===== src/source/tl_mem_pkg.sv =====
/*
 * Shared constants, types and encodings for the TileLink-UL memory slave.
 * Referenced by scoped name from the RTL and the testbench.
 */
package tl_mem_pkg;

    ////////////////////////////////////////////////////////////
    // Sizes
    ////////////////////////////////////////////////////////////

    localparam int XLEN           = 32;    // Bus data width
    localparam int MEM_BYTES      = 1024;  // Byte array depth
    localparam int MEM_ADDR_WIDTH = 10;    // Byte index into the array
    localparam int SID_WIDTH      = 2;     // Source ID width
    localparam int MAX_SIZE       = 2;     // Word, the largest legal size code

    ////////////////////////////////////////////////////////////
    // Bus field types
    ////////////////////////////////////////////////////////////

    typedef logic [XLEN-1:0]      data_t;     // Data word, little-endian lanes
    typedef logic [XLEN-1:0]      addr_t;     // Full byte address
    typedef logic [XLEN/8-1:0]    mask_t;     // One bit per byte lane
    typedef logic [2:0]           size_t;     // log2 of the byte count
    typedef logic [SID_WIDTH-1:0] source_t;
    typedef logic [2:0]           opcode_t;
    typedef logic [1:0]           d_param_t;

    ////////////////////////////////////////////////////////////
    // Opcodes
    ////////////////////////////////////////////////////////////

    // A channel
    localparam opcode_t OP_PUT_FULL_DATA = 3'd0;
    localparam opcode_t OP_GET           = 3'd4;

    // D channel
    localparam opcode_t OP_ACCESS_ACK       = 3'd0;  // Write done
    localparam opcode_t OP_ACCESS_ACK_DATA  = 3'd2;  // Read data follows
    localparam opcode_t OP_ACCESS_ACK_ERROR = 3'd7;  // Denied request

    // Response params
    localparam d_param_t PARAM_OK    = 2'd0;
    localparam d_param_t PARAM_ERROR = 2'd2;

endpackage


===== src/source/tl_access_check.sv =====
/*
 * Legality check for the request on the A channel, purely combinational.
 * The controller samples denied at the acceptance edge.
 */
`timescale 1ns/1ps

module tl_access_check (
    input  tl_mem_pkg::opcode_t opcode,
    input  tl_mem_pkg::size_t   size,
    input  tl_mem_pkg::addr_t   address,
    input  tl_mem_pkg::mask_t   mask,
    output logic                denied
);

    logic                       is_write;
    logic                       opcode_ok;
    logic                       size_ok;
    logic                       range_ok;
    logic                       mask_ok;
    logic [tl_mem_pkg::XLEN:0]  span;       // Bytes moved, one bit wider than the bus
    logic [tl_mem_pkg::XLEN:0]  last_byte;  // Extra bit keeps top addresses from wrapping

    ////////////////////////////////////////////////////////////
    // Opcode and size
    ////////////////////////////////////////////////////////////

    assign is_write  = (opcode == tl_mem_pkg::OP_PUT_FULL_DATA);
    assign opcode_ok = is_write || (opcode == tl_mem_pkg::OP_GET);
    assign size_ok   = (size <= tl_mem_pkg::MAX_SIZE);

    ////////////////////////////////////////////////////////////
    // Address range
    ////////////////////////////////////////////////////////////

    // Full address counts, so any upper bit set lands past the end
    always_comb begin
        span      = 1 << size;
        last_byte = {1'b0, address} + span - 1;
        range_ok  = (last_byte < tl_mem_pkg::MEM_BYTES);
    end

    ////////////////////////////////////////////////////////////
    // Write mask
    ////////////////////////////////////////////////////////////

    // Aligned group of exactly 2^size ones, anywhere on the bus
    always_comb begin
        case (size)
            3'd0:    mask_ok = $onehot(mask);                      // Any single lane
            3'd1:    mask_ok = (mask == 4'b0011) || (mask == 4'b1100);
            3'd2:    mask_ok = (mask == 4'b1111);                  // Full word
            default: mask_ok = 1'b0;                               // Caught by size check too
        endcase
    end

    // Reads ignore the mask
    assign denied = !opcode_ok || !size_ok || !range_ok || (is_write && !mask_ok);

endmodule


===== config.mk =====
export PLATFORM = sky130hd
export DESIGN_NAME = tl_access_check
export DESIGN_NICKNAME = d
export VERILOG_FILES = /design/src/source/tl_mem_pkg.sv /design/src/source/tl_access_check.sv
export SDC_FILE = /design/constraint.sdc
export NUM_CORES = 1
export LEC_CHECK = 0
export BUFFER_PORTS_ARGS = -buffer_cell sky130_fd_sc_hd__buf_2
export CORE_MARGIN = 5
export CORE_UTILIZATION = 46
export DETAILED_ROUTE_END_ITERATION = 7
export GPL_TIMING_DRIVEN = 0
export PLACE_DENSITY = 0.68
export SYNTH_ARGS = -nofsm -noshare
export SYNTH_HDL_FRONTEND = slang
export SYNTH_SLANG_ARGS = --single-unit

===== constraint.sdc =====
create_clock -name vclk -period 4.2
set_clock_uncertainty 0.1 [all_clocks]
set_input_delay 0.21 -clock vclk [all_inputs]
set_output_delay 0.21 -clock vclk [all_outputs]
set_load 0.005 [all_outputs]

==> impl_metrics.py <==
metrics = {
    "run_status": {
        "outcome": "finished, final reports clean",
    },
    "power": {
        "p_leak_nw": 1.311,
        "irDropWorstVdd_mv": 0.06456,
        "power_w": 0.0003814,
        "powerDensity_nw_per_um2": 137.7,
    },
    "hold_path": {
        "min_path_cells": 6,
        "min_to": "denied",
        "holdCritStartpoint": "address[27]",
        "hp-class": "in -> out",
    },
    "yosys": {
        "syn-num-nets": 462,
        "syn_inst": 378,
        "avgSynthCellArea_sq_um": 6.531,
        "synth-warning-count": 0,
        "netlist_area_sq_um": 2469,
        "synth.distinct_cells": 68,
        "ys_seq_area_frac": 0,
    },
    "grt": {
        "antenna_found_initial": 0,
        "grt_pass1_wl_microns": 11600,
        "grt_pass1_vias": 2645,
        "track_usage": 0.1857,
        "grt_overflow_total": 0,
        "grt_max_degree": 11,
    },
    "routing": {
        "wl_per_cell_microns": 13.66,
        "post-route-drc-count": 0,
        "via_count": 2886,
        "drt_wl_total_microns": 6668,
        "antenna_left": 0,
        "first_iter_violations": 147,
        "dr.pass1.iters": 4,
        "via_per_inst": 5.914,
    },
    "setup_path": {
        "path_class": "in -> out",
        "start_kind": "input pin",
        "cp_data_arrival_time_ps": 3690,
        "slowest_stage": "or3b_2",
        "required_ps": 3890,
        "worstPathMaxFanout": 11,
        "end_kind": "primary output",
        "crit_family": "simple AND/OR/NAND/NOR gates",
        "cpPeakStageDelay_ps": 480,
        "crit_chain": "buf_2 -> or3b_2 -> ha_1 -> inv_1 -> ha_1 -> or2_1 -> o221ai_2 -> a21o_2 -> a211oi_1 -> or3_1 -> a2111oi_2 -> nand4_1 -> nor4b_2 -> nand4_1 -> buf_2",
        "path_buf_inv": 3,
    },
    "sta": {
        "setup_slack_ps": 197.6,
        "slew_headroom": 0.7155,
        "setup_viol_count_final": 0,
        "fin_setup_tns_ps": 0,
        "hold_viol_final": 0,
        "final-max-slew-violation-count": 0,
        "period_minus_slack_ps": 4002,
        "finalCritPeriodShare": 0.9529,
        "rsz0062_at_grt": "no",
        "worstMarginPinSlew_ps": 420.8,
        "fmax_ghz": 0.2499,
    },
    "layout": {
        "area_growth_pct": 12.16,
        "layout.cells.non_filler": 488,
        "final_cell_mix": "55 x inv_1, 47 x buf_2, 41 x ha_1",
        "antennaDiodeCount": 0,
        "drive_gt1_frac": 0.1651,
        "nNetsFinal": 504,
        "final_common_cell": "inv_1",
        "n_sequential_cell": 0,
        "num-clock-buffers": 0,
        "register_area_sq_um": 0,
        "utilization": 0.5353,
    },
    "die": {
        "dieHeight_microns": 83.26,
        "die_area_sq_um": 6931,
        "fp.dieW_microns": 83.26,
        "rows": 26,
        "coreArea_sq_um": 5172,
        "pin_count": 43,
        "initial_core_util": 0.4773,
    },
    "placed_design": {
        "dp_hpwl_microns": 5587,
        "place_ws_ps": 51.30,
        "place.gp.congestion": 0.9134,
        "place_inst": 489,
        "port_buffers": 41,
    },
    "flow_run": {
        "drv_cap": 0,
    },
    "clock_tree": {
        "holdBufCountCts": 0,
    },
}
[what timing repair did]
item,4_1_cts,5_1_grt
endpoints found under the hold margin,0,0
endpoints found under the setup margin,0,1
gates resized for setup,0,2
setup buffers,0,0
[per-layer routing]
layer / wire length [microns] / track usage
met3: 470 / 0.01287
met5: 0 / 0
met4: 65 / 0.02377
met1: 3092 / 0.2649
met2: 3041 / 0.3112
[how the worst max path moves through the flow]
stage | from | endpoint | cells past startpoint | slack, ps
floorplan | size[0] | denied | 14 | 620
global placement | size[0] | denied | 16 | 70
detailed placement | size[0] | denied | 16 | 50
CTS | size[0] | denied | 16 | 50
global route | size[0] | denied | 15 | 4
finish | size[0] | denied | 15 | 200
[synthesized netlist by cell type (6+ instances only)]
| cell | n | area, sq um |
|---|---|---|
| nand3_1 | 12 | 60.06 |
| nand2_1 | 40 | 150.1 |
| nor4_1 | 7 | 43.79 |
| nand4_1 | 9 | 56.30 |
| and3_1 | 6 | 37.54 |
| nor2_1 | 20 | 75.07 |
| o21ai_0 | 24 | 120.1 |
| a21oi_1 | 39 | 195.2 |
| ha_1 | 41 | 513.0 |
| buf_2 | 6 | 30.03 |
| or3_1 | 8 | 50.05 |
| inv_1 | 55 | 206.5 |
[final cells by class]
class | count | area, sq um
Tap cell | 70 | 87.58
Fill cell | 536 | 2404
Buffer | 13 | 82.58
Timing Repair Buffer | 41 | 205.2
Inverter | 55 | 206.4
Multi-Input combinational cell | 309 | 2187
[cell families (layout without fill, tap and decap cells)]
family                   after synthesis  after routing  share of synthesized area
AND/OR/NAND/NOR                      137            137                     0.3006
AO/OA/AOI/OAI                        118            118                     0.3198
buffers and inverters                 69            109                     0.1186
adder cells (fa/ha/maj)               42             42                     0.2159
XOR/XNOR                               7              7                    0.02484
multiplexers                           5              5                    0.02027
[stage by stage]
step | hold WS, ps | cell area, sq um
after floorplan | 693.6 | 2469
after global placement | 960.7 | 2761
after detailed placement | 963.9 | 2761
after CTS | 966.6 | 2761
after global routing | 1045 | 2769
final | 965.7 | 2769
[tightest hold or removal path, cell delays in order]
cell and delay [ps]:
buf_2 90, ha_1 120, buf_4 140, o211ai_1 90, nand4_1 90, buf_2 120
[power breakdown]
| group | internal (W) | total [W] | switching [W] |
|---|---|---|---|
| sequential | 0 | 0 | 0 |
| combinational | 0.000152 | 0.000381 | 0.000229 |
| clock | 0 | 0 | 0 |
No activity file was read; power rests on OpenSTA's default activity.
