**src/source/tl_mem_pkg.sv**
```systemverilog
/*
 * Shared constants, types and encodings for the TileLink-UL memory slave.
 * Referenced by scoped name from the RTL and the testbench.
 */
package tl_mem_pkg;

    ////////////////////////////////////////////////////////////
    // Sizes
    ////////////////////////////////////////////////////////////

    localparam int XLEN           = 32;    // Bus data width
    localparam int MEM_BYTES      = 1024;  // Byte array depth
    localparam int MEM_ADDR_WIDTH = 10;    // Byte index into the array
    localparam int SID_WIDTH      = 2;     // Source ID width
    localparam int MAX_SIZE       = 2;     // Word, the largest legal size code

    ////////////////////////////////////////////////////////////
    // Bus field types
    ////////////////////////////////////////////////////////////

    typedef logic [XLEN-1:0]      data_t;     // Data word, little-endian lanes
    typedef logic [XLEN-1:0]      addr_t;     // Full byte address
    typedef logic [XLEN/8-1:0]    mask_t;     // One bit per byte lane
    typedef logic [2:0]           size_t;     // log2 of the byte count
    typedef logic [SID_WIDTH-1:0] source_t;
    typedef logic [2:0]           opcode_t;
    typedef logic [1:0]           d_param_t;

    ////////////////////////////////////////////////////////////
    // Opcodes
    ////////////////////////////////////////////////////////////

    // A channel
    localparam opcode_t OP_PUT_FULL_DATA = 3'd0;
    localparam opcode_t OP_GET           = 3'd4;

    // D channel
    localparam opcode_t OP_ACCESS_ACK       = 3'd0;  // Write done
    localparam opcode_t OP_ACCESS_ACK_DATA  = 3'd2;  // Read data follows
    localparam opcode_t OP_ACCESS_ACK_ERROR = 3'd7;  // Denied request

    // Response params
    localparam d_param_t PARAM_OK    = 2'd0;
    localparam d_param_t PARAM_ERROR = 2'd2;

endpackage

```
**src/source/tl_mem_ctrl.sv**
```systemverilog
/*
 * Request capture, access FSM and D-channel response registers.
 * Takes one request at a time and holds the response until tl_d_ready.
 */
`timescale 1ns/1ps

module tl_mem_ctrl (
    input  logic                                   clk,
    input  logic                                   reset,

    // A channel
    input  logic                                   tl_a_valid,
    output logic                                   tl_a_ready,
    input  tl_mem_pkg::opcode_t                    tl_a_opcode,
    input  tl_mem_pkg::size_t                      tl_a_size,
    input  tl_mem_pkg::source_t                    tl_a_source,
    input  tl_mem_pkg::addr_t                      tl_a_address,
    input  tl_mem_pkg::data_t                      tl_a_data,

    // D channel
    output logic                                   tl_d_valid,
    input  logic                                   tl_d_ready,
    output tl_mem_pkg::opcode_t                    tl_d_opcode,
    output tl_mem_pkg::d_param_t                   tl_d_param,
    output tl_mem_pkg::size_t                      tl_d_size,
    output tl_mem_pkg::source_t                    tl_d_source,
    output tl_mem_pkg::data_t                      tl_d_data,
    output logic                                   tl_d_denied,

    // Access check result for the live A fields
    input  logic                                   denied,

    // Byte sequencer
    output logic                                   seq_start,
    output logic                                   seq_write,
    output logic [tl_mem_pkg::MEM_ADDR_WIDTH-1:0]  seq_addr,
    output tl_mem_pkg::size_t                      seq_size,
    output tl_mem_pkg::data_t                      seq_wdata,
    input  logic                                   seq_done,
    input  tl_mem_pkg::data_t                      seq_rdata
);

    typedef enum logic [1:0] {
        IDLE,          // Waiting for a request
        ACCESS,        // Sequencer running, or one dead cycle when denied
        RESPOND,       // Denied path loads the error response here
        RESPOND_WAIT   // Response on the bus, waiting for tl_d_ready
    } state_t;

    state_t                 state;
    logic                   accept;
    logic                   load_resp;
    logic                   req_denied;
    tl_mem_pkg::source_t    req_source;
    tl_mem_pkg::opcode_t    resp_opcode;
    tl_mem_pkg::d_param_t   resp_param;
    tl_mem_pkg::data_t      resp_data;

    assign accept = tl_a_valid && tl_a_ready;

    // Single load point for the D registers
    assign load_resp = (state == RESPOND) || (state == ACCESS && !req_denied && seq_done);

    ////////////////////////////////////////////////////////////
    // FSM
    ////////////////////////////////////////////////////////////

    always_ff @(posedge clk or posedge reset) begin
        if (reset) begin
            state      <= IDLE;
            tl_a_ready <= 1'b0;
            tl_d_valid <= 1'b0;
            seq_start  <= 1'b0;
        end else begin
            seq_start <= 1'b0;
            case (state)
                IDLE: begin
                    if (accept) begin
                        tl_a_ready <= 1'b0;
                        seq_start  <= !denied;   // Denied requests never touch memory
                        state      <= ACCESS;
                    end else begin
                        tl_a_ready <= 1'b1;      // First cycle after reset too
                    end
                end
                ACCESS: begin
                    if (req_denied) begin
                        state <= RESPOND;        // Gives the two-cycle error latency
                    end else if (seq_done) begin
                        tl_d_valid <= 1'b1;
                        state      <= RESPOND_WAIT;
                    end
                end
                RESPOND: begin
                    tl_d_valid <= 1'b1;
                    state      <= RESPOND_WAIT;
                end
                RESPOND_WAIT: begin
                    if (tl_d_ready) begin
                        tl_d_valid <= 1'b0;
                        tl_a_ready <= 1'b1;      // Reopen right after the handshake
                        state      <= IDLE;
                    end
                end
                default: state <= IDLE;
            endcase
        end
    end

    ////////////////////////////////////////////////////////////
    // Request capture and response registers
    ////////////////////////////////////////////////////////////

    always_comb begin
        if (req_denied) begin
            resp_opcode = tl_mem_pkg::OP_ACCESS_ACK_ERROR;
            resp_param  = tl_mem_pkg::PARAM_ERROR;
            resp_data   = '0;
        end else if (seq_write) begin
            resp_opcode = tl_mem_pkg::OP_ACCESS_ACK;
            resp_param  = tl_mem_pkg::PARAM_OK;
            resp_data   = '0;
        end else begin
            resp_opcode = tl_mem_pkg::OP_ACCESS_ACK_DATA;
            resp_param  = tl_mem_pkg::PARAM_OK;
            resp_data   = seq_rdata;                 // Valid while seq_done is high
        end
    end

    always_ff @(posedge clk) begin
        if (accept) begin
            seq_addr   <= tl_a_address[tl_mem_pkg::MEM_ADDR_WIDTH-1:0];
            seq_size   <= tl_a_size;
            seq_write  <= (tl_a_opcode == tl_mem_pkg::OP_PUT_FULL_DATA);
            seq_wdata  <= tl_a_data;
            req_source <= tl_a_source;
            req_denied <= denied;
        end
        if (load_resp) begin
            tl_d_opcode <= resp_opcode;
            tl_d_param  <= resp_param;
            tl_d_size   <= seq_size;                 // Echo of the request
            tl_d_source <= req_source;
            tl_d_data   <= resp_data;
            tl_d_denied <= req_denied;
        end
    end

    ////////////////////////////////////////////////////////////
    // Protocol checks
    ////////////////////////////////////////////////////////////

    a_no_accept_during_resp: assert property (@(posedge clk) disable iff (reset)
        accept |-> !tl_d_valid);

    a_d_stable: assert property (@(posedge clk) disable iff (reset)
        (tl_d_valid && !tl_d_ready) |=>
            $stable({tl_d_valid, tl_d_opcode, tl_d_param, tl_d_size,
                     tl_d_source, tl_d_data, tl_d_denied}));

endmodule

```
**config.mk**
```make
export PLATFORM = sky130hd
export DESIGN_NAME = tl_mem_ctrl
export DESIGN_NICKNAME = d
export VERILOG_FILES = /design/src/source/tl_mem_pkg.sv /design/src/source/tl_mem_ctrl.sv
export SDC_FILE = /design/constraint.sdc
export NUM_CORES = 1
export LEC_CHECK = 0
export BUFFER_PORTS_ARGS = -buffer_cell sky130_fd_sc_hd__buf_2
export CAP_MARGIN = 25
export CORE_MARGIN = 5
export CORE_UTILIZATION = 42
export CTS_CLUSTER_DIAMETER = 40
export DETAILED_ROUTE_END_ITERATION = 12
export GPL_ROUTABILITY_DRIVEN = 0
export PLACE_DENSITY = 0.79
export SYNTH_ARGS = -nofsm -noshare
export SYNTH_HDL_FRONTEND = slang
export SYNTH_SLANG_ARGS = --single-unit
```
**constraint.sdc**
```tcl
create_clock -name clk -period 2.7 [get_ports clk]
set_clock_uncertainty 0.2 [all_clocks]
set_input_delay 0.27 -clock clk [delete_from_list [all_inputs] [get_ports clk]]
set_output_delay 0.27 -clock clk [all_outputs]
set_load 0.05 [all_outputs]
```
==> results by group <==
Placed design
  • Hpwl dp: 5.52 mm
  • Post-place setup slack: 829 ps
  • Buffers on Ports: 178

Run
  • # Max-Cap Violations: 0

Setup path
  • Crit path arrival time: 1730 ps
  • CP peak stage delay: 420 ps
  • Worst setup startpoint: state[1]
  • Worst-path cell chain: inv_1, ha_1, nor2b_2, a21o_1, buf_4
  • Type of origin of the critical path: register
  • Reg-to-Reg Start: state[1]
  • Worst EP required: 2510 ps
  • Crit. End Element: register
  • CP max stage cell: dfrtp_1
  • Crit path kind: reg -> reg
  • Highest fanout seen on the critical path: 25

Global routing
  • Gr ovfl total: 0
  • Initial antenna violation count: 0
  • First-pass GRT wire length: 13.5 mm
  • Number of global-route vias before repair: 2654
  • Largest net degree at the start of global routing: 33
  • Total GRT Usage: 0.182

Die
  • Core area: 7650 um^2
  • Row cnt: 32
  • # IOs: 202
  • Die extent in y: 98.2 um
  • Die ar.: 9650 um^2
  • Initial core utilization: 0.428
  • Die X: 98.2 um

Layout
  • Final #Nets: 547
  • Final core occ: 0.688
  • Share of cells above drive strength 1: 0.467
  • Layout area overhead: 60.9%
  • Ant diodes: 0

Route
  • Routed vias: 2322
  • WL final: 8.44 mm
  • Routed len/inst: 15.7 um
  • 1st-pass router iterations: 4
  • DR vias/cell: 4.31
  • Drt first-iter violations: 33
  • DRC: 0
  • Post-route ant nets: 0

Pwr
  • Sequential share of power: 0.414
  • Pwr Total: 5360 uW
  • Pwr dens: 1020 nW/um^2
  • Combinational share of power: 0.425
  • NetSw: 2320 uW
  • Sw frac: 0.433
  • Clock power share: 0.161
  • VDD IR-drop max: 646 uV
  • Pleak: 0.00230 uW
  • Pint: 3040 uW

STA
  • Setup_tns: 0 ps
  • Unrepaired setup endpoints after global routing: no
  • Final hold vios: 0
  • Count of final setup violators: 0
  • Final worst slack: 782 ps
  • Final Max Tran Viols: 0
  • Max Fclk: 0.521 GHz
  • Final Cycle Share: 0.711
  • Final Critical Period: 1920 ps

CTS
  • Post-CTS Setup Repair Bufs: 0
  • Clk_lat worst skew: 340 ps
  • CTS tree: done
  • Cts bufs inserted: 9
  • Total clock sinks: 94
  • Clock Tree Root: clkbuf_8
  • CTS clk-pin slew, worst paths: 90 ps
  • Maximum clock insertion buffer count: 2
  • H-tree levels: 3

Logic synthesis
  • Synth Instances: 166
  • Ys flop type: edfxtp_1
  • Post-synth ARST share: 0.0532
  • Ys Warns: 0
  • Unique cell type count in the Yosys netlist: 24
  • Avg Cell Area, Syn: 19.7 um^2
  • Post-synth EDFFs: 89
  • Post-Syn Area: 3270 um^2
  • Syn_nets: 281
  • Sequential area share after synthesis: 0.855
  • Yosys reg bits: 94

Worst hold path
  • Hold path start: seq_rdata[27]
  • Worst hold path class: in -> reg

Status
  • Status: finished, final reports clean
==> critical path, delay by kind of cell (launching register included) <==
kind,cells,cell delay (ps)
flops,1,420
buf+inv,2,410
fa+ha+maj,1,200
compound gates,1,150
simple gates,1,210
==> sequential cells by signal (all words and copies together) (netlist names), 2 cells and up <==
name / cells
req_source: 2
tl_d_opcode: 2
tl_d_size: 3
tl_d_data: 32
seq_size: 3
tl_d_source: 2
seq_addr: 10
seq_wdata: 32
state: 2
==> layout make-up <==
type                       count  area [um^2]
timing repair buffer         261         1710
inverter                       7         26.3
sequential                    94         2800
clock buffer                   9          124
multi-input combinational     59          413
clock inverter                 7         65.1
tap                          102          128
fill                         514         2380
==> stage by stage <==
| stage | hold slack [ps] | area, um^2 | std cells |
|---|---|---|---|
| finish | 29.6 | 5260 | 539 |
| detailed placement | -20.2 | 4290 | 445 |
| CTS | 1.09 | 5260 | 539 |
| global route | 7.76 | 5260 | 539 |
| floorplan | -151 | 3270 | 166 |
| global placement | -28.1 | 4290 | 445 |
==> layout by cell type, fill, tap and decap left out <==
cell and count:
clkinv_4 1, bufinv_16 1, nand2_2 1, nand2b_1 2, clkinv_2 3, dfrtp_1 5
ha_1 5, o21ai_0 1, o32a_2 1, edfxtp_1 89, a221oi_2 1, clkinv_1 1
or2b_1 1, inv_1 5, a21oi_1 2, nor2_1 3, and2b_1 1, conb_1 1
a211o_1 1, and2_1 32, dlygate4sd3_1 78, nor3_1 3, nor2b_2 1, buf_2 178
inv_2 2, clkbuf_8 9, buf_4 5, mux2_1 1, a2bb2oi_1 1, a21o_1 1
clkinvlp_4 1
==> logic make-up (layout without fill, tap and decap cells) <==
logic type	Yosys count	after routing	share of synthesized area
flip-flops	94	94	0.855
AND/OR/NAND/NOR	44	44	0.0823
buffers and inverters	13	284	0.0184
AO/OA/AOI/OAI	8	8	0.0203
adder cells (fa/ha/maj)	5	5	0.0191
other	1	1	0.00115
multiplexers	1	1	0.00344
==> layer usage <==
layer  GRT usage  part of all wire  routed length [um]
met5           0                 0                   0
met1       0.191              0.36                3000
met3      0.0893              0.13                1090
met2       0.317              0.50                4200
met4      0.0672             0.018                 152
==> synth_stat cells (all sizes together), types with 2 or more instances <==
cell type	number	share of area
inv	7	0.0080
nand2b	2	0.0038
clkbuf	3	0.0034
ha	5	0.019
buf	3	0.0069
nor3	3	0.0046
and2	32	0.061
edfxtp	89	0.82
nor2	3	0.0034
dfrtp	5	0.038
a21oi	2	0.0031
==> worst paths after layout <==
| kind | endpoint | slack (ps) | cells past startpoint |
|---|---|---|---|
| worst max-delay path | tl_d_data[20] | 780 | 5 |
| worst min-delay path | tl_d_data[27] | 30 | 2 |
| worst max register to register | tl_d_data[20] | 780 | 5 |
| worst min register to register | tl_d_source[0] | 230 | 0 |
| max in group asynchronous | state[1] | 1960 | 3 |
| min in group asynchronous | tl_d_valid | 170 | 3 |
==> power groups by stage <==
stage | combinational, uW | clock (uW) | sequential (uW)
after floorplan | 416 | 0 | 3510
after global placement | 2170 | 0 | 2230
after detailed placement | 2200 | 0 | 2240
after CTS | 2290 | 895 | 2210
after global routing | 2380 | 983 | 2260
final | 2280 | 863 | 2220
==> repair_timing <==
action / in CTS / in global routing
gates resized for setup: 0 / 0
hold buffers: 78 / 0
hold endpoints to repair: 82 / 0
No activity file was read; power rests on OpenSTA's default activity.
